[src/common/epu_params.svh]
//######################################################################
// Exception unit parameters
// Widths, micro-op codes, machine-state address fields and the
// constant and reset values of the processor-state bank
//######################################################################
`ifndef EPU_PARAMS_SVH
`define EPU_PARAMS_SVH

`define EPU_DW              32
`define EPU_PSR_DW          10
`define EPU_ROB_AW          3
`define EPU_IQ_AW           2
`define EPU_UOP_W           3
`define EPU_IMM_W           15

// Micro-op codes, zero is no operation
`define EPU_UOP_ESYSCALL    3'd1
`define EPU_UOP_ERET        3'd2
`define EPU_UOP_EINSN       3'd3
`define EPU_UOP_EIRQ        3'd4
`define EPU_UOP_WMSR        3'd5
`define EPU_UOP_RMSR        3'd6

// Machine-state address fields
`define EPU_MSR_BANK_AW     5
`define EPU_MSR_OFF_AW      9
`define EPU_MSR_BANK_PS     5'd0

// One-hot offset bits inside the processor-state bank
`define EPU_OFF_PSR         0
`define EPU_OFF_CPUID       1
`define EPU_OFF_EPSR        2
`define EPU_OFF_EPC         3
`define EPU_OFF_ELSA        4
`define EPU_OFF_COREID      5

`define EPU_CPUID_VAL       32'h0032_0001
`define EPU_COREID_VAL      32'h0000_0000
// RM set, everything else clear
`define EPU_PSR_RST         10'h010

`endif

[src/common/epu_pkg.sv]
//######################################################################
// Exception unit types
// Processor-state word, machine-state address, issue entry,
// write-back result and commit commands to the state bank
//######################################################################
`include "epu_params.svh"

package epu_pkg;

   // Field order as in the core PSR, rm sits at bit 4
   typedef struct packed {
      logic [1:0] res_hi;
      logic       dmme;
      logic       imme;
      logic       ire;
      logic       rm;
      logic [3:0] res_lo;
   } psr_t;

   typedef struct packed {
      logic [`EPU_DW-`EPU_MSR_BANK_AW-`EPU_MSR_OFF_AW-1:0] unused;
      logic [`EPU_MSR_BANK_AW-1:0]                          bank;
      logic [`EPU_MSR_OFF_AW-1:0]                           off;
   } msr_addr_f_t;

   // Address word, seen raw when formed and split when decoded
   typedef union packed {
      logic [`EPU_DW-1:0] raw;
      msr_addr_f_t        f;
   } msr_addr_u;

   typedef struct packed {
      logic [`EPU_UOP_W-1:0]  uop;
      logic [`EPU_ROB_AW-1:0] id;
      logic [`EPU_DW-1:0]     op1;
      logic [`EPU_DW-1:0]     op2;
      logic [`EPU_IMM_W-1:0]  imm;
   } issue_req_t;

   typedef struct packed {
      logic [`EPU_DW-1:0]     data;
      logic [`EPU_ROB_AW-1:0] id;
      logic                   eret;
      logic                   esyscall;
      logic                   einsn;
      logic                   eirq;
   } wb_result_t;

   // Strobes are only high in the retire cycle
   typedef struct packed {
      logic                      exc_syscall;
      logic                      exc_insn;
      logic                      exc_irq;
      logic                      eret;
      logic                      wmsr_ps;
      logic [`EPU_MSR_OFF_AW-1:0] off;
      logic [`EPU_DW-1:0]        wdata;
      logic [`EPU_DW-3:0]        pc;
   } msr_cmd_t;

endpackage

[src/epu/epu_exec_stage.sv]
//######################################################################
// Execute stage
// Holds one micro-op, decodes it, waits for the commit pointer and
// issues the retire-cycle commands to the processor-state bank
//######################################################################
`timescale 1ns/100ps
`include "epu_params.svh"

module epu_exec_stage
   import epu_pkg::*;
(
   input  logic                   clk,
   input  logic                   i_rst,
   input  logic                   i_flush,
   input  logic                   i_head_valid,
   input  issue_req_t             i_head,
   output logic                   o_pop,
   input  logic [`EPU_ROB_AW-1:0] i_rob_commit_ptr,
   input  logic [`EPU_DW-3:0]     i_rob_commit_pc,
   input  logic                   i_wb_ready,
   output logic                   o_wb_valid,
   output wb_result_t             o_wb,
   output msr_cmd_t               o_cmd,
   input  logic [`EPU_DW-1:0]     i_rdata,
   output logic                   o_exc_ent
);

   logic                         valid_q;
   issue_req_t                   req_q;
   logic                         commit;
   logic                         retire;
   logic [`EPU_UOP_RMSR:1]       uop_oh;
   msr_addr_u                    addr;
   logic                         bank_ps;
   logic                         rmsr_ps;
   logic                         wmsr_ps;
   logic                         exc;
   logic [`EPU_MSR_OFF_AW-1:0]   off;

   // Wait for the ROB to reach this id
   assign commit     = (i_rob_commit_ptr == req_q.id) & ~i_flush;
   assign o_wb_valid = valid_q & commit;
   assign retire     = o_wb_valid & i_wb_ready;

   // Refill when empty or emptying this cycle
   assign o_pop = i_head_valid & ~i_flush & (~valid_q | retire);

   always_ff @(posedge clk)
   begin
      if (i_rst | i_flush)
         valid_q <= 1'b0;
      else if (o_pop)
         valid_q <= 1'b1;
      else if (retire)
         valid_q <= 1'b0;
   end

   always_ff @(posedge clk)
   begin
      if (o_pop)
         req_q <= i_head;
   end

   // One line per micro-op code
   for (genvar i = 1; i <= `EPU_UOP_RMSR; i++)
   begin : g_uop
      assign uop_oh[i] = (req_q.uop == `EPU_UOP_W'(i));
   end

   assign addr.raw = req_q.op1 | {{(`EPU_DW-`EPU_IMM_W){1'b0}}, req_q.imm};
   assign bank_ps  = (addr.f.bank == `EPU_MSR_BANK_PS);
   assign rmsr_ps  = uop_oh[`EPU_UOP_RMSR] & bank_ps;
   assign wmsr_ps  = uop_oh[`EPU_UOP_WMSR] & bank_ps;
   assign exc      = uop_oh[`EPU_UOP_ESYSCALL] | uop_oh[`EPU_UOP_EINSN]
                     | uop_oh[`EPU_UOP_EIRQ];

   // ERET reads EPC through the bank readout
   always_comb
   begin
      off = addr.f.off;
      if (uop_oh[`EPU_UOP_ERET])
         off = `EPU_MSR_OFF_AW'(1) << `EPU_OFF_EPC;
   end

   // Result
   always_comb
   begin
      o_wb.data     = (rmsr_ps | uop_oh[`EPU_UOP_ERET]) ? i_rdata : '0;
      o_wb.id       = req_q.id;
      o_wb.eret     = uop_oh[`EPU_UOP_ERET];
      o_wb.esyscall = uop_oh[`EPU_UOP_ESYSCALL];
      o_wb.einsn    = uop_oh[`EPU_UOP_EINSN];
      o_wb.eirq     = uop_oh[`EPU_UOP_EIRQ];
   end

   // Commit commands
   always_comb
   begin
      o_cmd.exc_syscall = retire & uop_oh[`EPU_UOP_ESYSCALL];
      o_cmd.exc_insn    = retire & uop_oh[`EPU_UOP_EINSN];
      o_cmd.exc_irq     = retire & uop_oh[`EPU_UOP_EIRQ];
      o_cmd.eret        = retire & uop_oh[`EPU_UOP_ERET];
      o_cmd.wmsr_ps     = retire & wmsr_ps;
      o_cmd.off         = off;
      o_cmd.wdata       = req_q.op2;
      o_cmd.pc          = i_rob_commit_pc;
   end

   assign o_exc_ent = retire & exc;

   // Write-back carries exactly one known micro-op, so at most one exception kind
   a_one_flag: assert property (@(posedge clk) disable iff (i_rst)
      o_wb_valid |-> $onehot(uop_oh))
      else $error("write-back of an item without exactly one known micro-op");

endmodule

[src/epu/epu_issue_queue.sv]
//######################################################################
// Issue queue
// In-order FIFO of micro-ops waiting for the execute register,
// emptied in one cycle by flush
//######################################################################
`timescale 1ns/100ps
`include "epu_params.svh"

module epu_issue_queue
   import epu_pkg::*;
(
   input  logic       clk,
   input  logic       i_rst,
   input  logic       i_flush,
   input  logic       i_push_valid,
   output logic       o_push_ready,
   input  issue_req_t i_push,
   output logic       o_head_valid,
   output issue_req_t o_head,
   input  logic       i_pop
);

   localparam int AW    = `EPU_IQ_AW;
   localparam int DEPTH = 1 << AW;

   issue_req_t      mem [DEPTH];
   logic [AW-1:0]   wr_ptr;
   logic [AW-1:0]   rd_ptr;
   logic [AW:0]     count;
   logic            push;

   // Depth is a power of two, so the top count bit means full
   assign o_push_ready = ~count[AW];
   assign o_head_valid = (count != '0);
   assign o_head       = mem[rd_ptr];

   assign push = i_push_valid & o_push_ready;

   always_ff @(posedge clk)
   begin
      if (i_rst | i_flush)
      begin
         wr_ptr <= '0;
         rd_ptr <= '0;
         count  <= '0;
      end
      else
      begin
         if (push)
            wr_ptr <= wr_ptr + 1'b1;
         if (i_pop)
            rd_ptr <= rd_ptr + 1'b1;
         case ({push, i_pop})
            2'b10:   count <= count + 1'b1;
            2'b01:   count <= count - 1'b1;
            default: count <= count;
         endcase
      end
   end

   // Entry storage
   always_ff @(posedge clk)
   begin
      if (push)
         mem[wr_ptr] <= i_push;
   end

   // Execute stage only pops what it saw as a valid head
   a_no_pop_empty: assert property (@(posedge clk) disable iff (i_rst)
      i_pop |-> o_head_valid)
      else $error("issue queue popped while empty");

endmodule

[src/epu/epu_ps_bank.sv]
//######################################################################
// Processor-state bank
// PSR, EPSR, EPC and ELSA with exception entry, return and
// write updates, plus one-hot offset readout
//######################################################################
`timescale 1ns/100ps
`include "epu_params.svh"

module epu_ps_bank
   import epu_pkg::*;
(
   input  logic               clk,
   input  logic               i_rst,
   input  msr_cmd_t           i_cmd,
   output logic [`EPU_DW-1:0] o_rdata,
   output psr_t               o_psr
);

   psr_t               psr_q;
   psr_t               epsr_q;
   logic [`EPU_DW-1:0] epc_q;
   logic [`EPU_DW-1:0] elsa_q;
   psr_t               wpsr;
   logic               exc;
   logic [`EPU_DW-3:0] link_pc;
   logic               we_psr;
   logic               we_epsr;
   logic               we_epc;
   logic               we_elsa;

   assign wpsr    = psr_t'(i_cmd.wdata[`EPU_PSR_DW-1:0]);
   assign exc     = i_cmd.exc_syscall | i_cmd.exc_insn | i_cmd.exc_irq;
   // Syscall returns past itself
   assign link_pc = i_cmd.pc + 1'b1;

   assign we_psr  = i_cmd.wmsr_ps & i_cmd.off[`EPU_OFF_PSR];
   assign we_epsr = i_cmd.wmsr_ps & i_cmd.off[`EPU_OFF_EPSR];
   assign we_epc  = i_cmd.wmsr_ps & i_cmd.off[`EPU_OFF_EPC];
   assign we_elsa = i_cmd.wmsr_ps & i_cmd.off[`EPU_OFF_ELSA];

   always_ff @(posedge clk)
   begin
      if (i_rst)
      begin
         psr_q  <= psr_t'(`EPU_PSR_RST);
         epsr_q <= '0;
         epc_q  <= '0;
         elsa_q <= '0;
      end
      else
      begin
         // Entry drops to real mode with IRQs and MMUs off
         if (exc)
         begin
            psr_q.rm   <= 1'b1;
            psr_q.ire  <= 1'b0;
            psr_q.imme <= 1'b0;
            psr_q.dmme <= 1'b0;
         end
         else if (i_cmd.eret)
         begin
            psr_q.rm   <= epsr_q.rm;
            psr_q.ire  <= epsr_q.ire;
            psr_q.imme <= epsr_q.imme;
            psr_q.dmme <= epsr_q.dmme;
         end
         else if (we_psr)
         begin
            psr_q.rm   <= wpsr.rm;
            psr_q.ire  <= wpsr.ire;
            psr_q.imme <= wpsr.imme;
            psr_q.dmme <= wpsr.dmme;
         end

         if (exc)
            epsr_q <= psr_q;
         else if (we_epsr)
            epsr_q <= wpsr;

         if (exc)
            epc_q <= i_cmd.exc_syscall ? {link_pc, 2'b00} : {i_cmd.pc, 2'b00};
         else if (we_epc)
            epc_q <= i_cmd.wdata;

         // Faulting instruction address
         if (i_cmd.exc_insn)
            elsa_q <= {i_cmd.pc, 2'b00};
         else if (we_elsa)
            elsa_q <= i_cmd.wdata;
      end
   end

   // Readout
   always_comb
   begin
      o_rdata = '0;
      if (i_cmd.off[`EPU_OFF_PSR])
         o_rdata |= {{(`EPU_DW-`EPU_PSR_DW){1'b0}}, psr_q};
      if (i_cmd.off[`EPU_OFF_CPUID])
         o_rdata |= `EPU_CPUID_VAL;
      if (i_cmd.off[`EPU_OFF_EPSR])
         o_rdata |= {{(`EPU_DW-`EPU_PSR_DW){1'b0}}, epsr_q};
      if (i_cmd.off[`EPU_OFF_EPC])
         o_rdata |= epc_q;
      if (i_cmd.off[`EPU_OFF_ELSA])
         o_rdata |= elsa_q;
      if (i_cmd.off[`EPU_OFF_COREID])
         o_rdata |= `EPU_COREID_VAL;
   end

   assign o_psr = psr_q;

   // Only one instruction retires per cycle
   a_eret_vs_wpsr: assert property (@(posedge clk) disable iff (i_rst)
      !(i_cmd.eret && we_psr))
      else $error("ERET and PSR write in the same cycle");

endmodule

[src/epu/epu_top.sv]
//######################################################################
// Exception and machine-state unit
// Issue queue, execute register and processor-state bank
//######################################################################
`timescale 1ns/100ps
`include "epu_params.svh"

module epu_top
   import epu_pkg::*;
(
   input  logic                   clk,
   input  logic                   i_rst,
   input  logic                   i_flush,
   // From dispatch
   input  issue_req_t             i_issue,
   input  logic                   i_issue_valid,
   output logic                   o_issue_ready,
   // From ROB
   input  logic [`EPU_ROB_AW-1:0] i_rob_commit_ptr,
   input  logic [`EPU_DW-3:0]     i_rob_commit_pc,
   // To write-back
   input  logic                   i_wb_ready,
   output logic                   o_wb_valid,
   output wb_result_t             o_wb,
   output logic                   o_exc_ent,
   output psr_t                   o_psr
);

   logic               head_valid;
   issue_req_t         head;
   logic               pop;
   msr_cmd_t           cmd;
   logic [`EPU_DW-1:0] rdata;

   epu_issue_queue u_queue (
      .clk          (clk),
      .i_rst        (i_rst),
      .i_flush      (i_flush),
      .i_push_valid (i_issue_valid),
      .o_push_ready (o_issue_ready),
      .i_push       (i_issue),
      .o_head_valid (head_valid),
      .o_head       (head),
      .i_pop        (pop)
   );

   epu_exec_stage u_exec (
      .clk              (clk),
      .i_rst            (i_rst),
      .i_flush          (i_flush),
      .i_head_valid     (head_valid),
      .i_head           (head),
      .o_pop            (pop),
      .i_rob_commit_ptr (i_rob_commit_ptr),
      .i_rob_commit_pc  (i_rob_commit_pc),
      .i_wb_ready       (i_wb_ready),
      .o_wb_valid       (o_wb_valid),
      .o_wb             (o_wb),
      .o_cmd            (cmd),
      .i_rdata          (rdata),
      .o_exc_ent        (o_exc_ent)
   );

   epu_ps_bank u_ps_bank (
      .clk     (clk),
      .i_rst   (i_rst),
      .i_cmd   (cmd),
      .o_rdata (rdata),
      .o_psr   (o_psr)
   );

endmodule

[config.mk]
export PLATFORM = sky130hd
export DESIGN_NAME = epu_top
export DESIGN_NICKNAME = d
export VERILOG_FILES = /design/src/common/epu_pkg.sv /design/src/epu/epu_exec_stage.sv /design/src/epu/epu_issue_queue.sv /design/src/epu/epu_ps_bank.sv /design/src/epu/epu_top.sv
export VERILOG_INCLUDE_DIRS = /design/src /design/src/common
export SDC_FILE = /design/constraint.sdc
export NUM_CORES = 1
export LEC_CHECK = 0
export BUFFER_PORTS_ARGS = -buffer_cell sky130_fd_sc_hd__buf_2
export CORE_ASPECT_RATIO = 1.2
export CORE_MARGIN = 2
export CORE_UTILIZATION = 37
export DETAILED_ROUTE_END_ITERATION = 12
export RECOVER_POWER = 100
export SLEW_MARGIN = 15
export SYNTH_ARGS = -nofsm -noshare
export SYNTH_HDL_FRONTEND = slang
export SYNTH_SLANG_ARGS = --single-unit
[constraint.sdc]
create_clock -name clk -period 8.7 [get_ports clk]
set_clock_uncertainty 0.1 [all_clocks]
set_input_delay 0.435 -clock clk [delete_from_list [all_inputs] [get_ports clk]]
set_output_delay 0.435 -clock clk [all_outputs]
set_load 0.005 [all_outputs]
-- After elaboration in Yosys (flattened, before gate mapping)
Memory sizes are Yosys's and may differ from the RTL's. A register that Yosys moved wholly into a read port is not among the register bits.
Index checks and enable logic that the tools add are counted.
- register bits after elaboration: 86
- bits in writable memories: 340
- output and inout port bits: 52
- word-level logic and storage cells: 95
- memories: 1
- $add $sub $neg: 5
- equality and inequality tests: 9
- mux-type cells: 21
- bitwise operators: 32
- reduce and logical (&&, ||, !) cells: 10
- memory list (memory ; words ; width ; rd ports ; clocked after memory_dff ; wr ports ; line ; text):
    u_queue.mem ; 4 ; 85 ; 1 ; 1 ; 1 ; epu_issue_queue.sv:26 ; issue_req_t mem [DEPTH];
- operators with widths (operator ; count):
    $mux W32 ; 9
    $or A32 B32 Y32 ; 2
    $add A30 B1 Y30 const B ; 1
    $mux W22 ; 1
    $or A22 B10 Y22 ; 1
    $mux W10 ; 2
    $and A1 B1 Y1 ; 18
    $or A14 B14 Y14 ; 1
    $reduce_bool A2 Y1 ; 6
    $eq A3 B3 Y1 const B ; 3
    $mux W4 ; 2
    $mux W8 ; 1
    $or A1 B1 Y1 ; 7
    $eq A3 B2 Y1 const B ; 2
    $pmux W3 S2 ; 1
    $logic_not A5 Y1 ; 1
    $mux W5 ; 1
    $add A2 B1 Y2 const B ; 2
    $mux W1 ; 4
    $reduce_or A2 Y1 ; 2
    $add A3 B1 Y3 const B ; 1
    $eq A3 B1 Y1 const B ; 1
    $eq A3 B3 Y1 ; 1
    $not A1 Y1 ; 3
    4 further kinds ; 4

-- Longest topological paths before layout
Gate-level depths: netlist of the first run.
- depth in word-level cells: 11
- gate-level depth with buffers: 11
- depth with buffers taken out: 9

-- Cells and area by module
A second synthesis of the first run with hierarchy kept.
- cell total of the unflattened synthesis: 1307
- area, all modules: 20597.3 sq um
- by module, submodules not included (module ; times used ; cells an instance ; area each (sq um) ; seq. area each (sq um)):
    epu_issue_queue ; 1 ; 494 ; 12767.2 ; 10390.0
    epu_ps_bank ; 1 ; 558 ; 4647.0 ; 1561.5
    epu_exec_stage ; 1 ; 255 ; 3183.1 ; 2001.9

-- Least setup slack after synthesis of the first run
OpenSTA, ideal clock, no wires.
- kind: input-to-reg
- from: in i_rob_commit_ptr[0]
- to: reg u_queue.count[2]
- library setup time: 0.070 ns
- data arrival time: 7.447 ns
- slack: 1.083 ns
- stages on the path: 11
- cell sequence: xnor2_1 nand4_1 clkbuf_1 clkbuf_1 a211oi_1 ha_1 inv_1 fa_1 xor2_1 or3_1 a21oi_1
- word-level cells in the longest chain between the ends: 8
- elaborated cells on any way between the ends: 10
- those cells by class: 3 x eq/ne; 1 x mux; 5 x bitwise; 1 x reduce/logical
- RTL lines (item ; line ; text):
    from (decl) ; epu_top.sv:19 ; input logic [`EPU_ROB_AW-1:0] i_rob_commit_ptr,
    $eq A3 B3 Y1 (*) ; epu_exec_stage.sv:41 ; assign commit = (i_rob_commit_ptr == req_q.id) & ~i_flush;
    $and A1 B1 Y1 (*) ; epu_exec_stage.sv:41 ;
    $and A1 B1 Y1 (*) ; epu_exec_stage.sv:42 ; assign o_wb_valid = valid_q & commit;
    $and A1 B1 Y1 (*) ; epu_exec_stage.sv:43 ; assign retire = o_wb_valid & i_wb_ready;
    $or A1 B1 Y1 (*) ; epu_exec_stage.sv:46 ; assign o_pop = i_head_valid & ~i_flush & (~valid_q | retire);
    $and A1 B1 Y1 (*) ; epu_exec_stage.sv:46 ;
    net pop ; epu_top.sv:31 ; logic pop;
    $eq A2 B1 Y1 / $eq A2 B2 Y1 (equally long branches) ; epu_issue_queue.sv:53 ; case ({push, i_pop})
    $pmux W3 S2 / $reduce_bool A2 Y1 (equally long branches) ; -- ;
    to (signal assigned) ; epu_issue_queue.sv:54 ; 2'b10: count <= count + 1'b1;
    to (signal assigned) ; epu_issue_queue.sv:55 ; 2'b01: count <= count - 1'b1;
    to (signal assigned) ; epu_issue_queue.sv:56 ; default: count <= count;
    to (decl) ; epu_issue_queue.sv:29 ; logic [AW:0] count;
The timed path passes the listed nets; every way through them passes the cells marked *.
A chain may end at the register's enable or synchronous reset.

-- Final worst setup path of the first run
- from: reg, netlist name u_exec.o_wb[4]
- to: reg, netlist name u_exec.req_q[57]
- word-level cells in the longest chain between the ends: 6
- RTL lines (item ; line):
    $eq A3 B3 Y1 ; epu_exec_stage.sv:41
    $and A1 B1 Y1 ; epu_exec_stage.sv:41
    $and A1 B1 Y1 ; epu_exec_stage.sv:42
    $and A1 B1 Y1 ; epu_exec_stage.sv:43
    $or A1 B1 Y1 ; epu_exec_stage.sv:46
    $and A1 B1 Y1 ; epu_exec_stage.sv:46
    net pop ; epu_top.sv:31
The timed path passes the listed nets, and every way through them passes these cells.

==> summary.md, run 1 <==
* **global router's overall resource usage** 0.173
* **core area** 40,900 um^2
* **final WL** 37.5 mm
* **post-route DRC violation count** 0
* **chip width** 190 um
* **Post-synth EDFFs** 290
* **sort of element at the end of the critical path** register
* **Synth area leader** sky130_fd_sc_hd__edfxtp_1
* **final weighted congestion of routability-driven global placement** 0.778
* **Synth warnings** 0
* **CP max FO** 59
* **Critical Path Source Type** register
* **ratio of final minimum period to clock period** 0.611
* **floorplan die area** 43,300 um^2
* **number of post-CTS setup repair buffers** 0
* **vertical die dimension** 228 um
* **clock tree from TritonCTS** built
* **synthesized area per cell** 14.8 um^2
* **final-report hold violation count** 0
* **Crit path top cell by count** sky130_fd_sc_hd__clkbuf_1
* **number of maximum-capacitance constraint violations** 12
* **area of the multi-input gates** 4540 um^2
* **clock network latency to the later pin of the worst-skew pair** 0.54 ns
* **top-level port count** 175
* **synth cell count leaders** 290 x sky130_fd_sc_hd__edfxtp_1, 90 x sky130_fd_sc_hd__nand2_1, 87 x sky130_fd_sc_hd__nor2_1
* **result of the run** finished with violations
* **arrival time at the worst endpoint** 5.27 ns
* **global-route congestion overflow total** 0
* **Net count, final** 1,333
* **transition time at the pin with the least slew margin** 4.22 ns
* **number of antenna violations at the first check in global routing** 7
* **leading cell types by total area after synthesis** sky130_fd_sc_hd__edfxtp_1 57%, sky130_fd_sc_hd__dfxtp_1 11%, sky130_fd_sc_hd__mux4_2 8.5%
* **largest buffer count on any clock path** 3
* **critical path required time** 8.66 ns
* **Achievable Freq** 188 MHz
* **final critical path time including I/O delays and setup** 5.32 ns
* **number of optimization iterations in the first detailed-route pass** 6
* **violated checks** capacitance limit, slew limit
* **slowest cell on the critical path** sky130_fd_sc_hd__clkbuf_1
* **area taken by flip-flops and latches** 10,400 um^2
* **maximum cell stage delay along the critical path** 2.64 ns
* **first-pass GRT wire length** 56.9 mm
* **final HPWL from detailed placement** 22.9 mm
* **Async SR Flop Fraction** 0
* **remaining max-slew budget at the tightest pin** -1.81
* **Pins Over Slew Limit** 501
* **share of the yosys chip area belonging to registers** 0.677
* **IO Port Bufs** 141
* **post-layout total power** 3.69 mW
* **number of standard cells after synthesis** 1,043
* **count of routing violations after the opening detailed-route iteration** 861
* **dominant cell by count in the synthesized netlist** sky130_fd_sc_hd__edfxtp_1
* **number of global-route vias before repair** 9,654
* **Resize count post-CTS** 0
* **routed len/inst** 21.1 um
* **number of synthesized register bits** 376
* **clock tree root buffer cell** sky130_fd_sc_hd__clkbuf_16
* **Synth cell types** 55
* **clock input transition at the sequential cells of the worst setup and hold paths** 0.06 ns
* **setup violation total in the final timing report** 0
* **register-to-register path setup slack** 3.38 ns
* **number of buffers inserted during clock tree synthesis** 38
* **setup tns final** 0 ns
* **unrepaired setup endpoints after global routing** no
* **LEAKAGE** 5.51 nW
* **initial core utilization** 0.376
* **Post-Syn Area** 15,400 um^2
* **row cnt** 81
* **Crit Path Category** register to register
* **Routed Antenna Nets** 0
* **critical path, cell by cell** xnor2_1, nand4_1, clkbuf_1, a211oi_1, clkbuf_1
* **worst IR drop on VDD** 0.117 mV
* **Pwr per Cell Area** 206 nW/um^2
* **Yosys top cell area share** 0.565
* **total vias in the final route** 9,511
* **drt via density** 5.36
* **CTS H-Tree Depth** 2
* **path category of the worst min-delay check** primary input to register
* **fill cell instance count of the final layout** 3,799
* **area delta synth->final** 16.5%
* **share of cells above drive strength 1** 0.144
* **largest net degree at the start of global routing** 66
* **Most used DFF post-synth** sky130_fd_sc_hd__edfxtp_1
* **Num Clock Sinks** 376
==> worst max-delay path, delay by kind of cell (launching register included) <==
family	cells	cell delay, ns
buffers and inverters	2	3.32
AO/OA/AOI/OAI	1	0.57
flip-flops	1	0.40
XOR/XNOR	1	0.27
AND/OR/NAND/NOR	1	0.12
==> path summary, 6_finish.rpt <==
| path | startpoint | end | cells after the start |
|---|---|---|---|
| max reg2reg | u_exec.o_wb[4] | u_exec.req_q[57] | 5 |
| min | i_issue[24] | u_queue.mem[2][24] | 1 |
| max | u_exec.o_wb[4] | u_exec.req_q[57] | 5 |
| min reg2reg | u_ps_bank.epc_q[0] | u_ps_bank.epc_q[0] | 2 |
==> stage by stage <==
| step | worst slack, ns | util | std cells | cell area [um^2] | hold slack, ns |
|---|---|---|---|---|---|
| 6_report | 3.38 | 0.438 | 1773 | 18000 | 0.0630 |
| 5_1_grt | 2.76 | 0.438 | 1772 | 17900 | 0.0772 |
| 4_1_cts | 5.03 | 0.443 | 1768 | 18100 | 0.00107 |
| 3_5_place_dp | 5.28 | 0.406 | 1662 | 16600 | 0.353 |
| 3_3_place_gp | 5.37 | 0.406 | 1662 | 16600 | 0.340 |
| 2_1_floorplan | 1.08 | - | 1048 | 15400 | 0.331 |
==> per-layer routing <==
metal  GRT usage  vias up  wire length (um)
li1            -     4389                 -
met1       0.212     4754             15000
met2       0.304      300             18900
met3      0.0338       64              2470
met4      0.0613        4              1080
met5           0        -                15
==> what timing repair did <==
item,4_1_cts,5_1_grt
hold endpoints to repair,148,0
endpoints found under the setup margin,0,0
hold buffers,40,0
==> sequential cells by signal (all words and copies together), names as in the netlist <==
| signal | count |
|---|---|
| u_queue.mem | 232 |
| u_exec.o_cmd | 32 |
| u_ps_bank.elsa_q | 32 |
| u_ps_bank.epc_q | 32 |
| u_exec.req_q | 23 |
| u_ps_bank.epsr_q | 10 |
| u_ps_bank.o_psr | 4 |
| u_exec.o_wb | 3 |
| u_queue.count | 3 |
| u_queue.rd_ptr | 2 |
| u_queue.wr_ptr | 2 |
| u_exec.valid_q | 1 |
==> final cells by class <==
class | count | area share
Antenna cell | 5 | 0.000697
Clock buffer | 49 | 0.0553
Clock inverter | 17 | 0.00808
Inverter | 20 | 0.00418
Multi-Input combinational cell | 569 | 0.253
Sequential cell | 376 | 0.581
Tap cell | 539 | 0.0376
Timing Repair Buffer | 198 | 0.0605
==> power breakdown <==
group	switching [mW]	internal, mW
logic	0.0974	0.0652
clock network	0.663	0.866
registers	0.0153	1.99
==> logic make-up after synthesis <==
kind of cell / Yosys count / synth area share
flops: 376 / 0.677
fa+ha+maj: 7 / 0.00617
simple gates: 284 / 0.0910
other cells: 1 / 0.000243
xor+xnor: 26 / 0.0148
mux: 78 / 0.0978
compound gates: 168 / 0.0846
buf+inv: 103 / 0.0284
==> cells in the final DEF (no fill, tap or decap), types with 9 or more instances in the layout <==
master	count
sky130_fd_sc_hd__dlygate4sd3_1	40
sky130_fd_sc_hd__a21oi_1	14
sky130_fd_sc_hd__dfxtp_1	85
sky130_fd_sc_hd__nor2_1	86
sky130_fd_sc_hd__clkbuf_16	38
sky130_fd_sc_hd__inv_1	20
sky130_fd_sc_hd__clkbuf_1	109
sky130_fd_sc_hd__nand4_1	9
sky130_fd_sc_hd__nand2_1	89
sky130_fd_sc_hd__or4_1	9
sky130_fd_sc_hd__nor4_1	10
sky130_fd_sc_hd__a22oi_1	31
sky130_fd_sc_hd__nand3_1	16
sky130_fd_sc_hd__a211oi_1	36
sky130_fd_sc_hd__o31a_1	16
sky130_fd_sc_hd__a311oi_1	45
sky130_fd_sc_hd__buf_2	45
sky130_fd_sc_hd__mux4_2	58
sky130_fd_sc_hd__edfxtp_1	290
sky130_fd_sc_hd__mux2i_1	20
sky130_fd_sc_hd__nor3_1	15
sky130_fd_sc_hd__xnor2_1	22
No activity file was read; power rests on OpenSTA's default activity.
==> run 2, diff against run 1 <==
--- a/config.mk
+++ b/config.mk
@@ -6,6 +6,7 @@
 export SDC_FILE = /design/constraint.sdc
 export NUM_CORES = 1
 export LEC_CHECK = 0
+export ABC_AREA = 1
 export BUFFER_PORTS_ARGS = -buffer_cell sky130_fd_sc_hd__buf_2
 export CORE_ASPECT_RATIO = 1.2
 export CORE_MARGIN = 2
==> constraint.sdc (replaced) <==
create_clock -name clk -period 5.45 [get_ports clk]
set_clock_uncertainty 0.1 [all_clocks]
set_input_delay 0.2725 -clock clk [delete_from_list [all_inputs] [get_ports clk]]
set_output_delay 0.2725 -clock clk [all_outputs]
set_load 0.005 [all_outputs]
==> run 2 against run 1 <==
  * The flow still finishes with violations (capacitance limit, slew limit)
  * Power grew 69%
  * Register-to-register slack worse by 2.1 ns
  * Critical path depth increased by 3
  * Final cell count rose by 37%
  * Fmax up 28%
  * Design area is 7.6% higher
  * Die area increased by 5.9%
  * Clock power rose by 75%
  * Clock-buffer cell count is 4 higher
  * Worst setup slack got worse by 2.1 ns
  * Largest cell class unchanged
==> summary.md, run 2 <==
* **result of the run** finished with violations, unchanged
* **violated checks** capacitance limit, slew limit, unchanged
* **remaining max-slew budget at the tightest pin** -0.391, was -1.81
* **clock tree from TritonCTS** built, unchanged
* **worst IR drop on VDD** 0.227 mV, was 0.117 mV
* **number of antenna violations at the first check in global routing** 6, was 7
* **post-route DRC violation count** 0, unchanged
* **DP Worst Slack** 2.26 ns, was 5.28 ns
* **Post-Syn Area** 16,300 um^2, was 15,400 um^2
* **Pins Over Slew Limit** 277, was 501
* **initial core utilization** 0.374, was 0.376
* **CTS hold repair buffers** 79, was 40
* **CTS H-Tree Depth** 2, unchanged
* **largest buffer count on any clock path** 3, unchanged
* **top library cells by usage in the layout, fill and taps aside** 340 x sky130_fd_sc_hd__nand2_1, 290 x sky130_fd_sc_hd__edfxtp_1, 219 x sky130_fd_sc_hd__nor2_1, was 290 x sky130_fd_sc_hd__edfxtp_1, 109 x sky130_fd_sc_hd__clkbuf_1, 89 x sky130_fd_sc_hd__nand2_1
* **floorplan die area** 45,800 um^2, was 43,300 um^2
* **final HPWL from detailed placement** 28.2 mm, was 22.9 mm
* **number of buffers inserted during clock tree synthesis** 41, was 38
* **maximum cell stage delay along the critical path** 1.58 ns, was 2.64 ns
* **clock input transition at the sequential cells of the worst setup and hold paths** 0.06 ns, about the same
* **IO Port Bufs** 141, unchanged
* **final-report hold violation count** 0, unchanged
* **Async SR Flop Fraction** 0, unchanged
* **Critical Path Source Type** register, unchanged
* **synthesized area per cell** 9.92 um^2, was 14.8 um^2
* **area of the multi-input gates** 5060 um^2, was 4540 um^2
* **worst hold endpoint** u_ps_bank.elsa_q[4], was u_queue.mem[2][24]
* **setup violation total in the final timing report** 0, unchanged
* **vertical die dimension** 234 um, was 228 um
* **Crit Path Category** register to register, unchanged
* **register-to-register path setup slack** 1.28 ns, was 3.38 ns
* **first-pass GRT wire length** 70.3 mm, was 56.9 mm
* **critical path required time** 5.73 ns, was 8.66 ns
* **Hold Startpoint** i_rob_commit_pc[2], was i_issue[24]
* **global router's overall resource usage** 0.198, was 0.173
* **Synth warnings** 0, unchanged
* **Net count, final** 1,961, was 1,333
* **number of global-route vias before repair** 12.5k, was 9,654
* **Crit path top cell by count** sky130_fd_sc_hd__nand2_1, was sky130_fd_sc_hd__clkbuf_1
* **destination of the worst register-to-register timing path** u_ps_bank.epc_q[25], was u_exec.req_q[57]
* **number of synthesized register bits** 376, unchanged
* **number of maximum-capacitance constraint violations** 8, was 12
* **Num Clock Sinks** 376, unchanged
* **row cnt** 84, was 81
* **largest net degree at the start of global routing** 77, was 66
* **clock network latency to the later pin of the worst-skew pair** 0.54 ns, about the same
* **chip width** 196 um, was 190 um
* **transition time at the pin with the least slew margin** 2.08 ns, was 4.22 ns
* **top-level port count** 175, unchanged
* **Post-synth EDFFs** 290, unchanged
* **Hold Crit Depth** 3, was 1
* **global-route congestion overflow total** 0, unchanged
* **Synth area leader** sky130_fd_sc_hd__edfxtp_1, unchanged
* **arrival time at the worst endpoint** 4.45 ns, was 5.27 ns
* **worst path setup slack after routing** 1.28 ns, was 3.38 ns
* **clock tree root buffer cell** sky130_fd_sc_hd__clkbuf_16, unchanged
* **CP max FO** 50, was 59
* **Synth cell types** 44, was 55
* **Achievable Freq** 240 MHz, was 188 MHz
* **share of the yosys chip area belonging to registers** 0.639, was 0.677
* **drt via density** 5.20, was 5.36
* **final weighted congestion of routability-driven global placement** 0.902, was 0.778
* **leading cell types by total area after synthesis** sky130_fd_sc_hd__edfxtp_1 53%, sky130_fd_sc_hd__dfxtp_1 11%, sky130_fd_sc_hd__nand2_1 7.7%, was sky130_fd_sc_hd__edfxtp_1 57%, sky130_fd_sc_hd__dfxtp_1 11%, sky130_fd_sc_hd__mux4_2 8.5%
* **ratio of final minimum period to clock period** 0.765, was 0.611
* **area taken by flip-flops and latches** 10,400 um^2, about the same
* **Routed Antenna Nets** 0, unchanged
* **Most used DFF post-synth** sky130_fd_sc_hd__edfxtp_1, unchanged
* **core area** 43,700 um^2, was 40,900 um^2
* **max reg flops** 232, unchanged
* **area delta synth->final** 18.3%, was 16.5%
* **sort of element at the end of the critical path** register, unchanged
* **critical path, cell by cell** inv_1, nand3_1, nand2_1, nand2_2, nand2_1, inv_4, nand2_1, a21oi_1, was xnor2_1, nand4_1, clkbuf_1, a211oi_1, clkbuf_1
* **LEAKAGE** 6.74 nW, was 5.51 nW
* **number of standard cells after synthesis** 1,646, was 1,043
* **Biggest register** u_queue.mem, unchanged
* **Pwr per Cell Area** 323 nW/um^2, was 206 nW/um^2
* **count of routing violations after the opening detailed-route iteration** 1,127, was 861
* **reg2reg path depth** 8, was 5
* **Yosys top cell area share** 0.533, was 0.565
* **leading cell type in the layout, fill and taps excluded** sky130_fd_sc_hd__nand2_1, was sky130_fd_sc_hd__edfxtp_1
* **routed len/inst** 18.8 um, was 21.1 um
* **total vias in the final route** 12.6k, was 9,511
* **unrepaired setup endpoints after global routing** no, unchanged
* **path category of the worst min-delay check** primary input to register, unchanged
* **final WL** 45.6 mm, was 37.5 mm
* **share of cells above drive strength 1** 0.0756, was 0.144
* **setup tns final** 0 ns, unchanged
* **number of post-CTS setup repair buffers** 0, unchanged
* **dominant cell by count in the synthesized netlist** sky130_fd_sc_hd__nand2_1, was sky130_fd_sc_hd__edfxtp_1
* **fill cell instance count of the final layout** 4,209, was 3,799
* **final critical path time including I/O delays and setup** 4.17 ns, was 5.32 ns
* **number of optimization iterations in the first detailed-route pass** 7, was 6
* **synth cell count leaders** 337 x sky130_fd_sc_hd__nand2_1, 290 x sky130_fd_sc_hd__edfxtp_1, 215 x sky130_fd_sc_hd__nor2_1, was 290 x sky130_fd_sc_hd__edfxtp_1, 90 x sky130_fd_sc_hd__nand2_1, 87 x sky130_fd_sc_hd__nor2_1
* **worst reg2reg startpoint** u_exec.req_q[82], was u_exec.o_wb[4]
* **Resize count post-CTS** 0, unchanged
* **slowest cell on the critical path** sky130_fd_sc_hd__nand2_1, was sky130_fd_sc_hd__clkbuf_1
-- run 2: cell types whose count changed in the layout (fill, tap and decap cells not counted), moves of 57 or more --
cell / before / now
sky130_fd_sc_hd__inv_1: 20 / 77
sky130_fd_sc_hd__nor2_1: 86 / 219
sky130_fd_sc_hd__mux4_2: 58 / 0
sky130_fd_sc_hd__a21oi_1: 14 / 76
sky130_fd_sc_hd__nand3_1: 16 / 162
sky130_fd_sc_hd__o21ai_0: 3 / 137
sky130_fd_sc_hd__nand2_1: 89 / 340
-- run 2: area by class of cell --
class | count | area share
Clock inverter | 23 | 0.00881
Sequential cell | 376 | 0.540
Inverter | 83 | 0.0163
Timing Repair Buffer | 239 | 0.0774
Clock buffer | 53 | 0.0587
Multi-Input combinational cell | 1090 | 0.262
Antenna cell | 4 | 0.000518
Tap cell | 559 | 0.0362
-- run 2: how the worst max path moves through the flow --
stage / from / to / slack, ns
after global routing: u_queue.rd_ptr[0] / u_exec.req_q[13] / 0.87
after CTS: u_exec.req_q[84] / o_wb[7] / 1.92
after detailed placement: u_exec.req_q[84] / u_ps_bank.epc_q[24] / 2.26
final: u_exec.req_q[82] / u_ps_bank.epc_q[25] / 1.28
after floorplan: u_queue.count[2] / u_queue.mem[0][0] / 1.85
after global placement: u_exec.req_q[84] / u_ps_bank.epc_q[29] / 2.32
-- run 2: logic make-up (layout without fill, tap and decap cells) --
logic type | Yosys count | in the layout | share of synthesized area
buffers and inverters | 185 | 398 | 0.0490
other | 1 | 10 | 0.000230
xor gates and xnor gates | 12 | 12 | 0.00644
AOI/OAI and AO/OA | 323 | 323 | 0.109
adders and majority gates | 7 | 7 | 0.00582
and+or+nand+nor | 742 | 742 | 0.191
DFF | 376 | 376 | 0.639
-- run 2: worst max-delay path: cells and delay by family (launching register included) --
| kind | cells | cell delay, ns |
|---|---|---|
| buffers and inverters | 2 | 0.35 |
| AND/OR/NAND/NOR | 5 | 3.03 |
| flip-flops | 1 | 0.44 |
| AO/OA/AOI/OAI | 1 | 0.07 |
-- run 2: where the power goes --
part | internal, mW | leakage [nW] | switching, mW
clock | 1.57 | 0.637 | 1.12
combinational | 0.113 | 2.75 | 0.235
sequential | 3.18 | 3.35 | 0.0311
-- run 2: metrics by stage --
stage          instance area, um^2  power (mW)  hold slack (ns)  instances  utilization
6_report                     19300        6.25           0.0128       2427        0.442
5_1_grt                      19300        6.47          0.00842       2426        0.442
4_1_cts                      19500        6.31         0.000788       2423        0.447
3_5_place_dp                 17500        3.59            0.353       2268        0.399
3_3_place_gp                 17500        3.58            0.348       2268        0.399
2_1_floorplan                16300        3.44            0.271       1651            -
-- run 2: per-layer routing --
layer / global-route usage / share of wire / up-vias
li1: - / - / 6097
met3: 0.0361 / 0.063 / 65
met5: 0 / 0.00048 / -
met2: 0.345 / 0.48 / 419
met1: 0.253 / 0.43 / 6029
met4: 0.0611 / 0.023 / 4
